==> config.mk <==
export PLATFORM = sky130hd
export DESIGN_NAME = fetch_top
export DESIGN_NICKNAME = d
export VERILOG_FILES = /design/src/hdl/axi_rd_pkg.sv /design/src/hdl/blk_pkg.sv /design/src/hdl/fetch_top.sv /design/src/hdl/quant_lane.sv /design/src/hdl/raddr_channel.sv /design/src/hdl/rdata_router.sv /design/src/hdl/result_collector.sv
export VERILOG_INCLUDE_DIRS = /design/src /design/src/hdl
export SDC_FILE = /design/constraint.sdc
export NUM_CORES = 2
export LEC_CHECK = 0
export BUFFER_PORTS_ARGS = -buffer_cell sky130_fd_sc_hd__buf_2
export CORE_MARGIN = 4
export CORE_UTILIZATION = 62
export DETAILED_ROUTE_END_ITERATION = 8
export GPL_TIMING_DRIVEN = 0
export PLACE_DENSITY_LB_ADDON = 0.15
export RECOVER_POWER = 50
export SETUP_SLACK_MARGIN = 0.15
export SLEW_MARGIN = 20
export SYNTH_ARGS = -nofsm -noshare
export SYNTH_HDL_FRONTEND = slang
export SYNTH_SLANG_ARGS = --single-unit
==> constraint.sdc <==
create_clock -name clk -period 14.3 [get_ports clk]
set_clock_uncertainty 0.1 [all_clocks]
set_input_delay 2.145 -clock clk [delete_from_list [all_inputs] [get_ports clk]]
set_output_delay 2.145 -clock clk [all_outputs]
set_load 0.01 [all_outputs]
==> src/hdl/fetch_settings.svh <==
//------------------------------------------------
// Block fetch engine settings
//------------------------------------------------
`ifndef FETCH_SETTINGS_SVH
`define FETCH_SETTINGS_SVH

// Number of quantizer lanes (1, 2, 4 or 8)
`define FETCH_NUM_LANES    4

// Burst shapes
`define FETCH_DQM_BEATS    6
`define FETCH_BLK_BEATS    3
`define FETCH_BLK_STRIDE   384

// Scale table use
`define FETCH_SCALE_SETS   8
`define FETCH_SCALE_SHIFT  8

`endif

==> src/hdl/axi_rd_pkg.sv <==
//------------------------------------------------
// AXI read channel types
//------------------------------------------------
package axi_rd_pkg;

    localparam int AXI_ADDR_W = 64;
    localparam int AXI_DATA_W = 64;
    localparam int AXI_LEN_W  = 8;

    typedef logic [AXI_ADDR_W-1:0] axi_addr_t;
    typedef logic [AXI_LEN_W-1:0]  axi_len_t;

    // Eight pixels, byte 0 lowest
    typedef logic [7:0][7:0] pix_vec_t;

    // Four scale entries, entry 0 lowest
    typedef logic [3:0][15:0] scl_vec_t;

    // One R data word, seen as pixels or as table entries
    typedef union packed {
        pix_vec_t pix;
        scl_vec_t scale;
    } rd_beat_t;

endpackage

==> src/hdl/blk_pkg.sv <==
//------------------------------------------------
// Block and lane types
//------------------------------------------------
`include "fetch_settings.svh"

package blk_pkg;

    localparam int LANE_SEL_W = (`FETCH_NUM_LANES > 1) ? $clog2(`FETCH_NUM_LANES) : 1;

    typedef logic [15:0] scale_t;
    typedef logic [10:0] pix_sum_t;
    typedef logic [31:0] acc_t;
    typedef logic [23:0] result_t;

    // Block grid size minus one
    typedef logic [9:0] blk_dim_t;

    typedef logic [LANE_SEL_W-1:0] lane_sel_t;

endpackage

==> src/hdl/fetch_top.sv <==
//------------------------------------------------
// Block fetch engine top
//------------------------------------------------
`timescale 1ns/100ps
`include "fetch_settings.svh"

module fetch_top
    import axi_rd_pkg::*;
    import blk_pkg::*;
(
    input  logic                  clk,
    input  logic                  rst_n,
    output axi_addr_t             m_axi_araddr,
    output axi_len_t              m_axi_arlen,
    output logic                  m_axi_arvalid,
    input  logic                  m_axi_arready,
    input  logic [AXI_DATA_W-1:0] m_axi_rdata,
    input  logic                  m_axi_rvalid,
    output logic                  m_axi_rready,
    input  logic                  m_axi_rlast,
    input  logic                  start_pulse,
    input  axi_addr_t             source_address,
    input  axi_addr_t             dqm_address,
    input  blk_dim_t              w1,
    input  blk_dim_t              h1,
    output result_t               out_result,
    output logic                  out_req,
    input  logic                  out_ack
);

    logic                                r_burst_done;
    logic    [`FETCH_NUM_LANES-1:0]      lane_req;
    logic    [`FETCH_NUM_LANES-1:0]      lane_ack;
    pix_vec_t                            lane_beat;
    scale_t                              lane_scale;
    logic                                lane_last;
    logic    [`FETCH_NUM_LANES-1:0]      res_req;
    logic    [`FETCH_NUM_LANES-1:0]      res_ack;
    result_t [`FETCH_NUM_LANES-1:0]      res_data;

    raddr_channel i_raddr (
        .clk, .rst_n, .start_pulse, .source_address, .dqm_address, .w1, .h1,
        .m_axi_araddr, .m_axi_arlen, .m_axi_arvalid, .m_axi_arready, .r_burst_done
    );

    rdata_router i_router (
        .clk, .rst_n, .start_pulse, .m_axi_rdata, .m_axi_rvalid, .m_axi_rlast,
        .m_axi_rready, .r_burst_done, .lane_req, .lane_beat, .lane_scale,
        .lane_last, .lane_ack
    );

    //------------------------------------------------
    // Quantizer lanes
    //------------------------------------------------
    for (genvar i = 0; i < `FETCH_NUM_LANES; i++) begin : g_lane
        quant_lane i_lane (
            .clk, .rst_n,
            .lane_req   (lane_req[i]),
            .lane_beat,
            .lane_scale,
            .lane_last,
            .lane_ack   (lane_ack[i]),
            .res_req    (res_req[i]),
            .res_data   (res_data[i]),
            .res_ack    (res_ack[i])
        );
    end

    result_collector i_collect (
        .clk, .rst_n, .start_pulse, .res_req, .res_data, .res_ack,
        .out_req, .out_result, .out_ack
    );

endmodule

==> src/hdl/quant_lane.sv <==
//------------------------------------------------
// Quantizer lane
//------------------------------------------------
`timescale 1ns/100ps
`include "fetch_settings.svh"

module quant_lane
    import axi_rd_pkg::*;
    import blk_pkg::*;
(
    input  logic     clk,
    input  logic     rst_n,
    input  logic     lane_req,
    input  pix_vec_t lane_beat,
    input  scale_t   lane_scale,
    input  logic     lane_last,
    output logic     lane_ack,
    output logic     res_req,
    output result_t  res_data,
    input  logic     res_ack
);

    pix_sum_t pix_sum;
    acc_t     prod;
    acc_t     acc_q;
    logic     fin_q;
    logic     hold;

    always_comb begin
        pix_sum = '0;
        for (int i = 0; i < 8; i++) begin
            pix_sum = pix_sum + pix_sum_t'(lane_beat[i]);
        end
    end

    assign prod = acc_t'(pix_sum) * acc_t'(lane_scale);
    // Busy until the collector has fully taken the last result
    assign hold = fin_q || res_req || res_ack;

    always_ff @(posedge clk or negedge rst_n) begin
        if (!rst_n) begin
            lane_ack <= 1'b0;
            acc_q    <= '0;
            fin_q    <= 1'b0;
            res_req  <= 1'b0;
        end else begin
            if (lane_req && !lane_ack && !hold) begin
                lane_ack <= 1'b1;
                acc_q    <= acc_q + prod;
                fin_q    <= lane_last;
            end else if (lane_ack && !lane_req) begin
                lane_ack <= 1'b0;
            end
            if (fin_q) begin
                res_req <= 1'b1;
                acc_q   <= '0;
                fin_q   <= 1'b0;
            end else if (res_req && res_ack) begin
                res_req <= 1'b0;
            end
        end
    end

    always_ff @(posedge clk) begin
        if (fin_q) res_data <= result_t'(acc_q >> `FETCH_SCALE_SHIFT);
    end

endmodule

==> src/hdl/raddr_channel.sv <==
//------------------------------------------------
// AXI read address sequencer
//------------------------------------------------
`timescale 1ns/100ps
`include "fetch_settings.svh"

module raddr_channel
    import axi_rd_pkg::*;
    import blk_pkg::*;
(
    input  logic      clk,
    input  logic      rst_n,
    input  logic      start_pulse,
    input  axi_addr_t source_address,
    input  axi_addr_t dqm_address,
    input  blk_dim_t  w1,
    input  blk_dim_t  h1,
    output axi_addr_t m_axi_araddr,
    output axi_len_t  m_axi_arlen,
    output logic      m_axi_arvalid,
    input  logic      m_axi_arready,
    input  logic      r_burst_done
);

    typedef enum logic [4:0] {
        IDLE     = 5'b00001,
        DQM_ADDR = 5'b00010,
        BLK_ADDR = 5'b00100,
        SEND     = 5'b01000,
        WAIT_R   = 5'b10000
    } state_t;

    state_t    state;
    state_t    state_nxt;
    axi_addr_t addr_q;
    axi_addr_t src_q;
    axi_len_t  len_q;
    blk_dim_t  x_q;
    blk_dim_t  y_q;
    blk_dim_t  w1_q;
    blk_dim_t  h1_q;
    logic      first_q;
    logic      last_q;

    assign m_axi_araddr  = addr_q;
    assign m_axi_arlen   = len_q;
    assign m_axi_arvalid = (state == SEND);

    always_comb begin
        state_nxt = state;
        case (state)
            IDLE:     if (start_pulse) state_nxt = DQM_ADDR;
            DQM_ADDR: state_nxt = SEND;
            BLK_ADDR: state_nxt = SEND;
            SEND:     if (m_axi_arready) state_nxt = WAIT_R;
            // Next address only once the whole burst is back
            WAIT_R:   if (r_burst_done) state_nxt = last_q ? IDLE : BLK_ADDR;
            default:  state_nxt = IDLE;
        endcase
    end

    always_ff @(posedge clk or negedge rst_n) begin
        if (!rst_n) begin
            state   <= IDLE;
            x_q     <= '0;
            y_q     <= '0;
            first_q <= 1'b0;
            last_q  <= 1'b0;
        end else begin
            state <= state_nxt;
            if (state == IDLE && start_pulse) begin
                x_q     <= '0;
                y_q     <= '0;
                first_q <= 1'b1;
                last_q  <= 1'b0;
            end
            if (state == BLK_ADDR) begin
                first_q <= 1'b0;
                last_q  <= (x_q == w1_q) && (y_q == h1_q);
                if (x_q == w1_q) begin
                    x_q <= '0;
                    y_q <= y_q + 1'b1;
                end else begin
                    x_q <= x_q + 1'b1;
                end
            end
        end
    end

    // Sizes and base are taken at start
    always_ff @(posedge clk) begin
        if (state == IDLE && start_pulse) begin
            src_q <= source_address;
            w1_q  <= w1;
            h1_q  <= h1;
        end
        if (state == DQM_ADDR) begin
            addr_q <= dqm_address;
            len_q  <= axi_len_t'(`FETCH_DQM_BEATS - 1);
        end
        if (state == BLK_ADDR) begin
            addr_q <= first_q ? src_q : addr_q + axi_addr_t'(`FETCH_BLK_STRIDE);
            len_q  <= axi_len_t'(`FETCH_BLK_BEATS - 1);
        end
    end

endmodule

==> src/hdl/rdata_router.sv <==
//------------------------------------------------
// R beat router and scale table
//------------------------------------------------
`timescale 1ns/100ps
`include "fetch_settings.svh"

module rdata_router
    import axi_rd_pkg::*;
    import blk_pkg::*;
(
    input  logic                        clk,
    input  logic                        rst_n,
    input  logic                        start_pulse,
    input  logic [AXI_DATA_W-1:0]       m_axi_rdata,
    input  logic                        m_axi_rvalid,
    input  logic                        m_axi_rlast,
    output logic                        m_axi_rready,
    output logic                        r_burst_done,
    output logic [`FETCH_NUM_LANES-1:0] lane_req,
    output pix_vec_t                    lane_beat,
    output scale_t                      lane_scale,
    output logic                        lane_last,
    input  logic [`FETCH_NUM_LANES-1:0] lane_ack
);

    localparam int NL          = `FETCH_NUM_LANES;
    localparam int TBL_ENTRIES = `FETCH_DQM_BEATS * 4;
    localparam int TBL_W       = $clog2(TBL_ENTRIES);
    localparam int TCNT_W      = $clog2(`FETCH_DQM_BEATS + 1);
    localparam int COMP_W      = $clog2(`FETCH_BLK_BEATS);

    rd_beat_t          beat;
    scale_t            scale_tbl [TBL_ENTRIES];
    logic [TCNT_W-1:0] tbl_cnt;
    logic [COMP_W-1:0] comp_q;
    logic [19:0]       blk_idx;
    logic [TBL_W-1:0]  tbl_idx;
    lane_sel_t         lane_pick;
    lane_sel_t         sel_q;
    logic              run_q;
    logic              busy_q;
    logic              take;
    logic              in_table;

    assign beat         = m_axi_rdata;
    assign m_axi_rready = run_q && !busy_q;
    assign take         = m_axi_rvalid && m_axi_rready;
    assign r_burst_done = take && m_axi_rlast;
    assign in_table     = (tbl_cnt < TCNT_W'(`FETCH_DQM_BEATS));
    assign lane_pick    = lane_sel_t'(blk_idx % NL);
    // Entry (block mod sets) * 3 + component
    assign tbl_idx = TBL_W'((blk_idx % `FETCH_SCALE_SETS) * `FETCH_BLK_BEATS + comp_q);

    // Table load and lane payload
    always_ff @(posedge clk) begin
        if (take && in_table) begin
            for (int e = 0; e < 4; e++) begin
                scale_tbl[tbl_cnt * 4 + e] <= beat.scale[e];
            end
        end
        if (take && !in_table) begin
            lane_beat  <= beat.pix;
            lane_scale <= scale_tbl[tbl_idx];
            lane_last  <= (comp_q == COMP_W'(`FETCH_BLK_BEATS - 1));
        end
    end

    always_ff @(posedge clk or negedge rst_n) begin
        if (!rst_n) begin
            run_q    <= 1'b0;
            busy_q   <= 1'b0;
            lane_req <= '0;
            tbl_cnt  <= '0;
            comp_q   <= '0;
            blk_idx  <= '0;
            sel_q    <= '0;
        end else begin
            if (start_pulse) begin
                run_q   <= 1'b1;
                tbl_cnt <= '0;
                comp_q  <= '0;
                blk_idx <= '0;
            end else if (take) begin
                if (in_table) begin
                    tbl_cnt <= tbl_cnt + 1'b1;
                end else begin
                    busy_q   <= 1'b1;
                    sel_q    <= lane_pick;
                    lane_req <= NL'(1) << lane_pick;
                    if (comp_q == COMP_W'(`FETCH_BLK_BEATS - 1)) begin
                        comp_q  <= '0;
                        blk_idx <= blk_idx + 1'b1;
                    end else begin
                        comp_q <= comp_q + 1'b1;
                    end
                end
            end
            // Four-phase with the selected lane
            if (busy_q) begin
                if (lane_req[sel_q] && lane_ack[sel_q]) begin
                    lane_req <= '0;
                end else if (!lane_req[sel_q] && !lane_ack[sel_q]) begin
                    busy_q <= 1'b0;
                end
            end
        end
    end

endmodule

==> src/hdl/result_collector.sv <==
//------------------------------------------------
// Lane result collector
//------------------------------------------------
`timescale 1ns/100ps
`include "fetch_settings.svh"

module result_collector
    import blk_pkg::*;
(
    input  logic                                 clk,
    input  logic                                 rst_n,
    input  logic                                 start_pulse,
    input  logic    [`FETCH_NUM_LANES-1:0]       res_req,
    input  result_t [`FETCH_NUM_LANES-1:0]       res_data,
    output logic    [`FETCH_NUM_LANES-1:0]       res_ack,
    output logic                                 out_req,
    output result_t                              out_result,
    input  logic                                 out_ack
);

    localparam int NL = `FETCH_NUM_LANES;

    typedef enum logic [1:0] {C_WAIT, C_LACK, C_OREQ, C_ODONE} cstate_t;

    cstate_t   state;
    lane_sel_t ptr;

    always_ff @(posedge clk or negedge rst_n) begin
        if (!rst_n) begin
            state   <= C_WAIT;
            ptr     <= '0;
            res_ack <= '0;
            out_req <= 1'b0;
        end else begin
            case (state)
                C_WAIT: if (res_req[ptr]) begin
                    res_ack[ptr] <= 1'b1;
                    state        <= C_LACK;
                end
                C_LACK: if (!res_req[ptr]) begin
                    res_ack[ptr] <= 1'b0;
                    out_req      <= 1'b1;
                    state        <= C_OREQ;
                end
                C_OREQ: if (out_ack) begin
                    out_req <= 1'b0;
                    state   <= C_ODONE;
                end
                C_ODONE: if (!out_ack) begin
                    // Next lane holds the next block
                    ptr   <= (ptr == lane_sel_t'(NL - 1)) ? '0 : ptr + 1'b1;
                    state <= C_WAIT;
                end
                default: state <= C_WAIT;
            endcase
            if (start_pulse) ptr <= '0;
        end
    end

    always_ff @(posedge clk) begin
        if (state == C_WAIT && res_req[ptr]) out_result <= res_data[ptr];
    end

endmodule

==> results.yml <==
setup_path:
  worst_setup_path_start_kind: "flop"
  worstReg2RegEnd: "g_lane[2].i_lane.acc_q[29]$_DFFE_PN0P_"
  path_class: "flop to flop"
  r2r_slack_ns: 1.09
  r2r-start: "i_router.lane_beat[1]$_DFFE_PP_"
  worstPathRequired_ns: 14.73
  cpPeakStageDelay_ns: 0.54
  crit_slowest_cell: "fa_1"
  worstSetupStartpoint: "i_router.lane_beat[1]$_DFFE_PP_"
  worstPathMaxFanout: 10
  rr_worst_depth: 45
  cp-end-kind: "flop"
  arrival_ns: 13.64
  crit_path_frequent_cell: "fa_1"
power:
  peakVddDrop_v: 0.000112
  p_leak_nw: 22.0
  p_per_area_nw_per_um2: 158
  finalPower_mw: 8.80
clocking:
  cts_made_buffers: 96
  cts_buffer_depth: 3
  cts_root_buf: "clkbuf_16"
  cts_htree_levels: 3
  cts.sinks: 927
  clk_pin_slew_ns: 0.06
  cts_setup_buffers: 0
  cts_tree: "yes"
  clock_latency_ns: 0.71
route:
  drc_errors: 0
  routed_wirelength_um: 130000
  viasPerCell: 6.07
  wl_per_cell_um: 24.2
  final_antenna_net_count: 0
  vias: 32756
  dr.pass1.iters: 6
  dr.first_iter.drc_count: 2884
sta:
  final_hold_viol_count: 0
  relSlewSlack_pct: -231
  worstMarginPinSlew_ns: 4.97
  fmax_mhz: 75.7
  final-max-slew-violation-count: 252
  setup_viol: 0
  fin_crit_sh_pct: 92.4
  rsz0062_at_grt: "false"
  post-route-min-period_ns: 13.21
cells_and_area:
  drive_gt1_share_pct: 14.7
  multi_input_comb_area_um2: 20600
  seq_area_um2: 26900
  final_area_um2: 55600
  fillerInstances: 5381
  fin_nets: 4870
  area_delta_synth_final_pct: 13.3
global_routing:
  grt_max_degree: 90
  grt_pass1_vias: 33434
  grt_pass1_wl_um: 196000
  antenna_found_initial: 15
  grt_usage_pct: 31.3
  grt_overflow: 0
run_status:
  violations: "capacitance limit, slew limit"
  status: "complete, but fails checks"
floorplan:
  placementRows: 102
  core_area_um2: 78000
  fp.dieW_um: 289
  die_area_um2: 83700
  die_y_um: 289
  ios: 318
  start_util_pct: 62.9
synthesis:
  syn_area_per_cell_um2: 12.9
  ys_async_sr_fraction_pct: 20.7
  synthTopCellsByCount: "edfxtp_1, nand2_1, inv_1, o21ai_0, ha_1"
  synth_top_area_share_pct: 44.8
  ys.flop_type: "edfxtp_1"
  yosysMostFrequentCell: "edfxtp_1"
  ys_types: 95
  synth_edf_count: 733
  synth-seq-area-share_pct: 54.7
  yosys_warnings: 0
  yosysTopAreaCell: "edfxtp_1"
  syn_inst: 3814
  synth_seq_cells: 927
  synthTopCellsByArea: "edfxtp_1, dfrtp_1, fa_1, mux4_2, ha_1"
  synth_area_um2: 49100
placement:
  dpl.hpwl_um: 92900
  io_buffers: 312
  place_area_um2: 52500
  gp_congestion: 0.940
flow_run:
  max_cap_violations: 4
min_path:
  worstHoldEndpoint: "i_raddr.state[2]$_DFFE_PN0P_"
  hp-class: "flop to flop"
  whs_path_depth: 1
  hp-start: "i_raddr.last_q$_DFFE_PN0P_"
worst max path at each step:
stage | to | depth (start not counted)
after floorplan | g_lane[2].i_lane.acc_q[29]$_DFFE_PN0P_ | 45
after global placement | i_router.scale_tbl[4][1]$_DFFE_PP_ | 3
after detailed placement | g_lane[0].i_lane.acc_q[30]$_DFFE_PN0P_ | 48
after CTS | g_lane[0].i_lane.acc_q[30]$_DFFE_PN0P_ | 47
after global routing | g_lane[2].i_lane.acc_q[29]$_DFFE_PN0P_ | 44
final | g_lane[2].i_lane.acc_q[29]$_DFFE_PN0P_ | 45
power by group:
part           total, mW  internal, mW  switching (mW)
registers           3.28          3.16           0.117
logic               3.01          1.08            1.93
clock network       2.51          1.43            1.08
routing by layer:
metal / global-route usage, % / vias to the layer above / share of wire (%)
met5: 0 / - / 0.022
li1: - / 14784 / -
met4: 15.2 / 4 / 5.6
met2: 53.8 / 1358 / 51
met3: 4.48 / 338 / 6.3
met1: 39.3 / 16272 / 37
kinds of logic (layout without fill, tap and decap cells):
family	after synthesis	after routing	synth area share (%)
adders and majority gates	388	388	12.5
buffers and inverters	436	959	3.43
DFF	927	927	54.7
xor gates and xnor gates	202	202	3.60
AOI/OAI and AO/OA	689	689	8.60
muxes	174	174	7.10
and+or+nand+nor	997	997	10.0
other	1	18	0.00764
per-stage QoR:
stage	worst slack, ns	hold slack (ns)	std cells	TNS, ns	utilization [%]
final	1.09	0.354	5394	0	71.3
after global routing	0.211	0.384	5394	0	71.3
after CTS	0.746	0.363	5381	0	71.5
after detailed placement	0.913	0.350	5205	0	67.3
after global placement	-0.268	0.341	5170	-15.99	66.6
after floorplan	2.83	0.325	3818	0	-
worst max-delay path, delay by kind of cell (launching register included):
kind                       cells  cell delay (ns)
DFF                            1             0.41
buffers and inverters          5             0.82
xor gates and xnor gates       3             1.00
and+or+nand+nor                5             0.66
AOI/OAI and AO/OA             18             4.11
adders and majority gates     13             5.68
muxes                          1             0.28
cell type report:
type                    count  share of cell area, %
diodes                     13                 0.0585
inverters                 270                   1.83
plain buffers             166                   1.24
repair buffers            347                   3.33
multi-input cells        2455                   37.1
flip-flops and latches    927                   48.3
clock buffers             122                   4.64
clock inverters            54                   1.14
well taps                1040                   2.34
registers in the layout, indices dropped and copies added, names as in the netlist, 5 cells and up, named ones only:
name	count
g_lane.i_lane.res_data	96
i_router.lane_scale	16
i_raddr.m_axi_araddr	64
i_raddr.h1_q	10
i_raddr.w1_q	10
i_raddr.state	5
i_raddr.src_q	64
i_collect.out_result	24
g_lane.i_lane.acc_q	128
i_raddr.x_q	10
i_raddr.y_q	10
i_router.scale_tbl	384
i_router.lane_beat	64
cell usage in the layout, fill, tap and decap left out, types with 16 or more instances in the layout:
cell type | netlist | routed
nand3_1 | 159 | 159
nand3b_1 | 30 | 30
o211ai_1 | 28 | 28
a21oi_1 | 179 | 179
buf_2 | 8 | 268
nor2b_1 | 31 | 31
mux4_2 | 139 | 139
clkbuf_1 | 139 | 222
nor3_1 | 23 | 24
and3_1 | 29 | 27
a211oi_1 | 20 | 20
fa_1 | 170 | 170
nand2_1 | 329 | 329
o21ai_0 | 246 | 246
inv_1 | 270 | 267
xor2_1 | 111 | 110
nand2b_1 | 37 | 37
a31oi_1 | 16 | 16
dfrtp_1 | 191 | 191
o21a_1 | 19 | 19
mux2i_1 | 31 | 31
o21bai_1 | 19 | 19
edfxtp_1 | 733 | 733
a21o_1 | 66 | 66
clkbuf_16 | 0 | 96
clkinv_1 | 0 | 21
nand4_1 | 40 | 40
ha_1 | 218 | 218
nor2_1 | 151 | 149
xnor2_1 | 91 | 89
and2_1 | 105 | 103
what timing repair did:
item,4_1_cts,5_1_grt
resized for setup,0,4
hold buffers,0,0
endpoints found under the setup margin,0,20
Note: power is estimated with default switching activity, not from simulation.
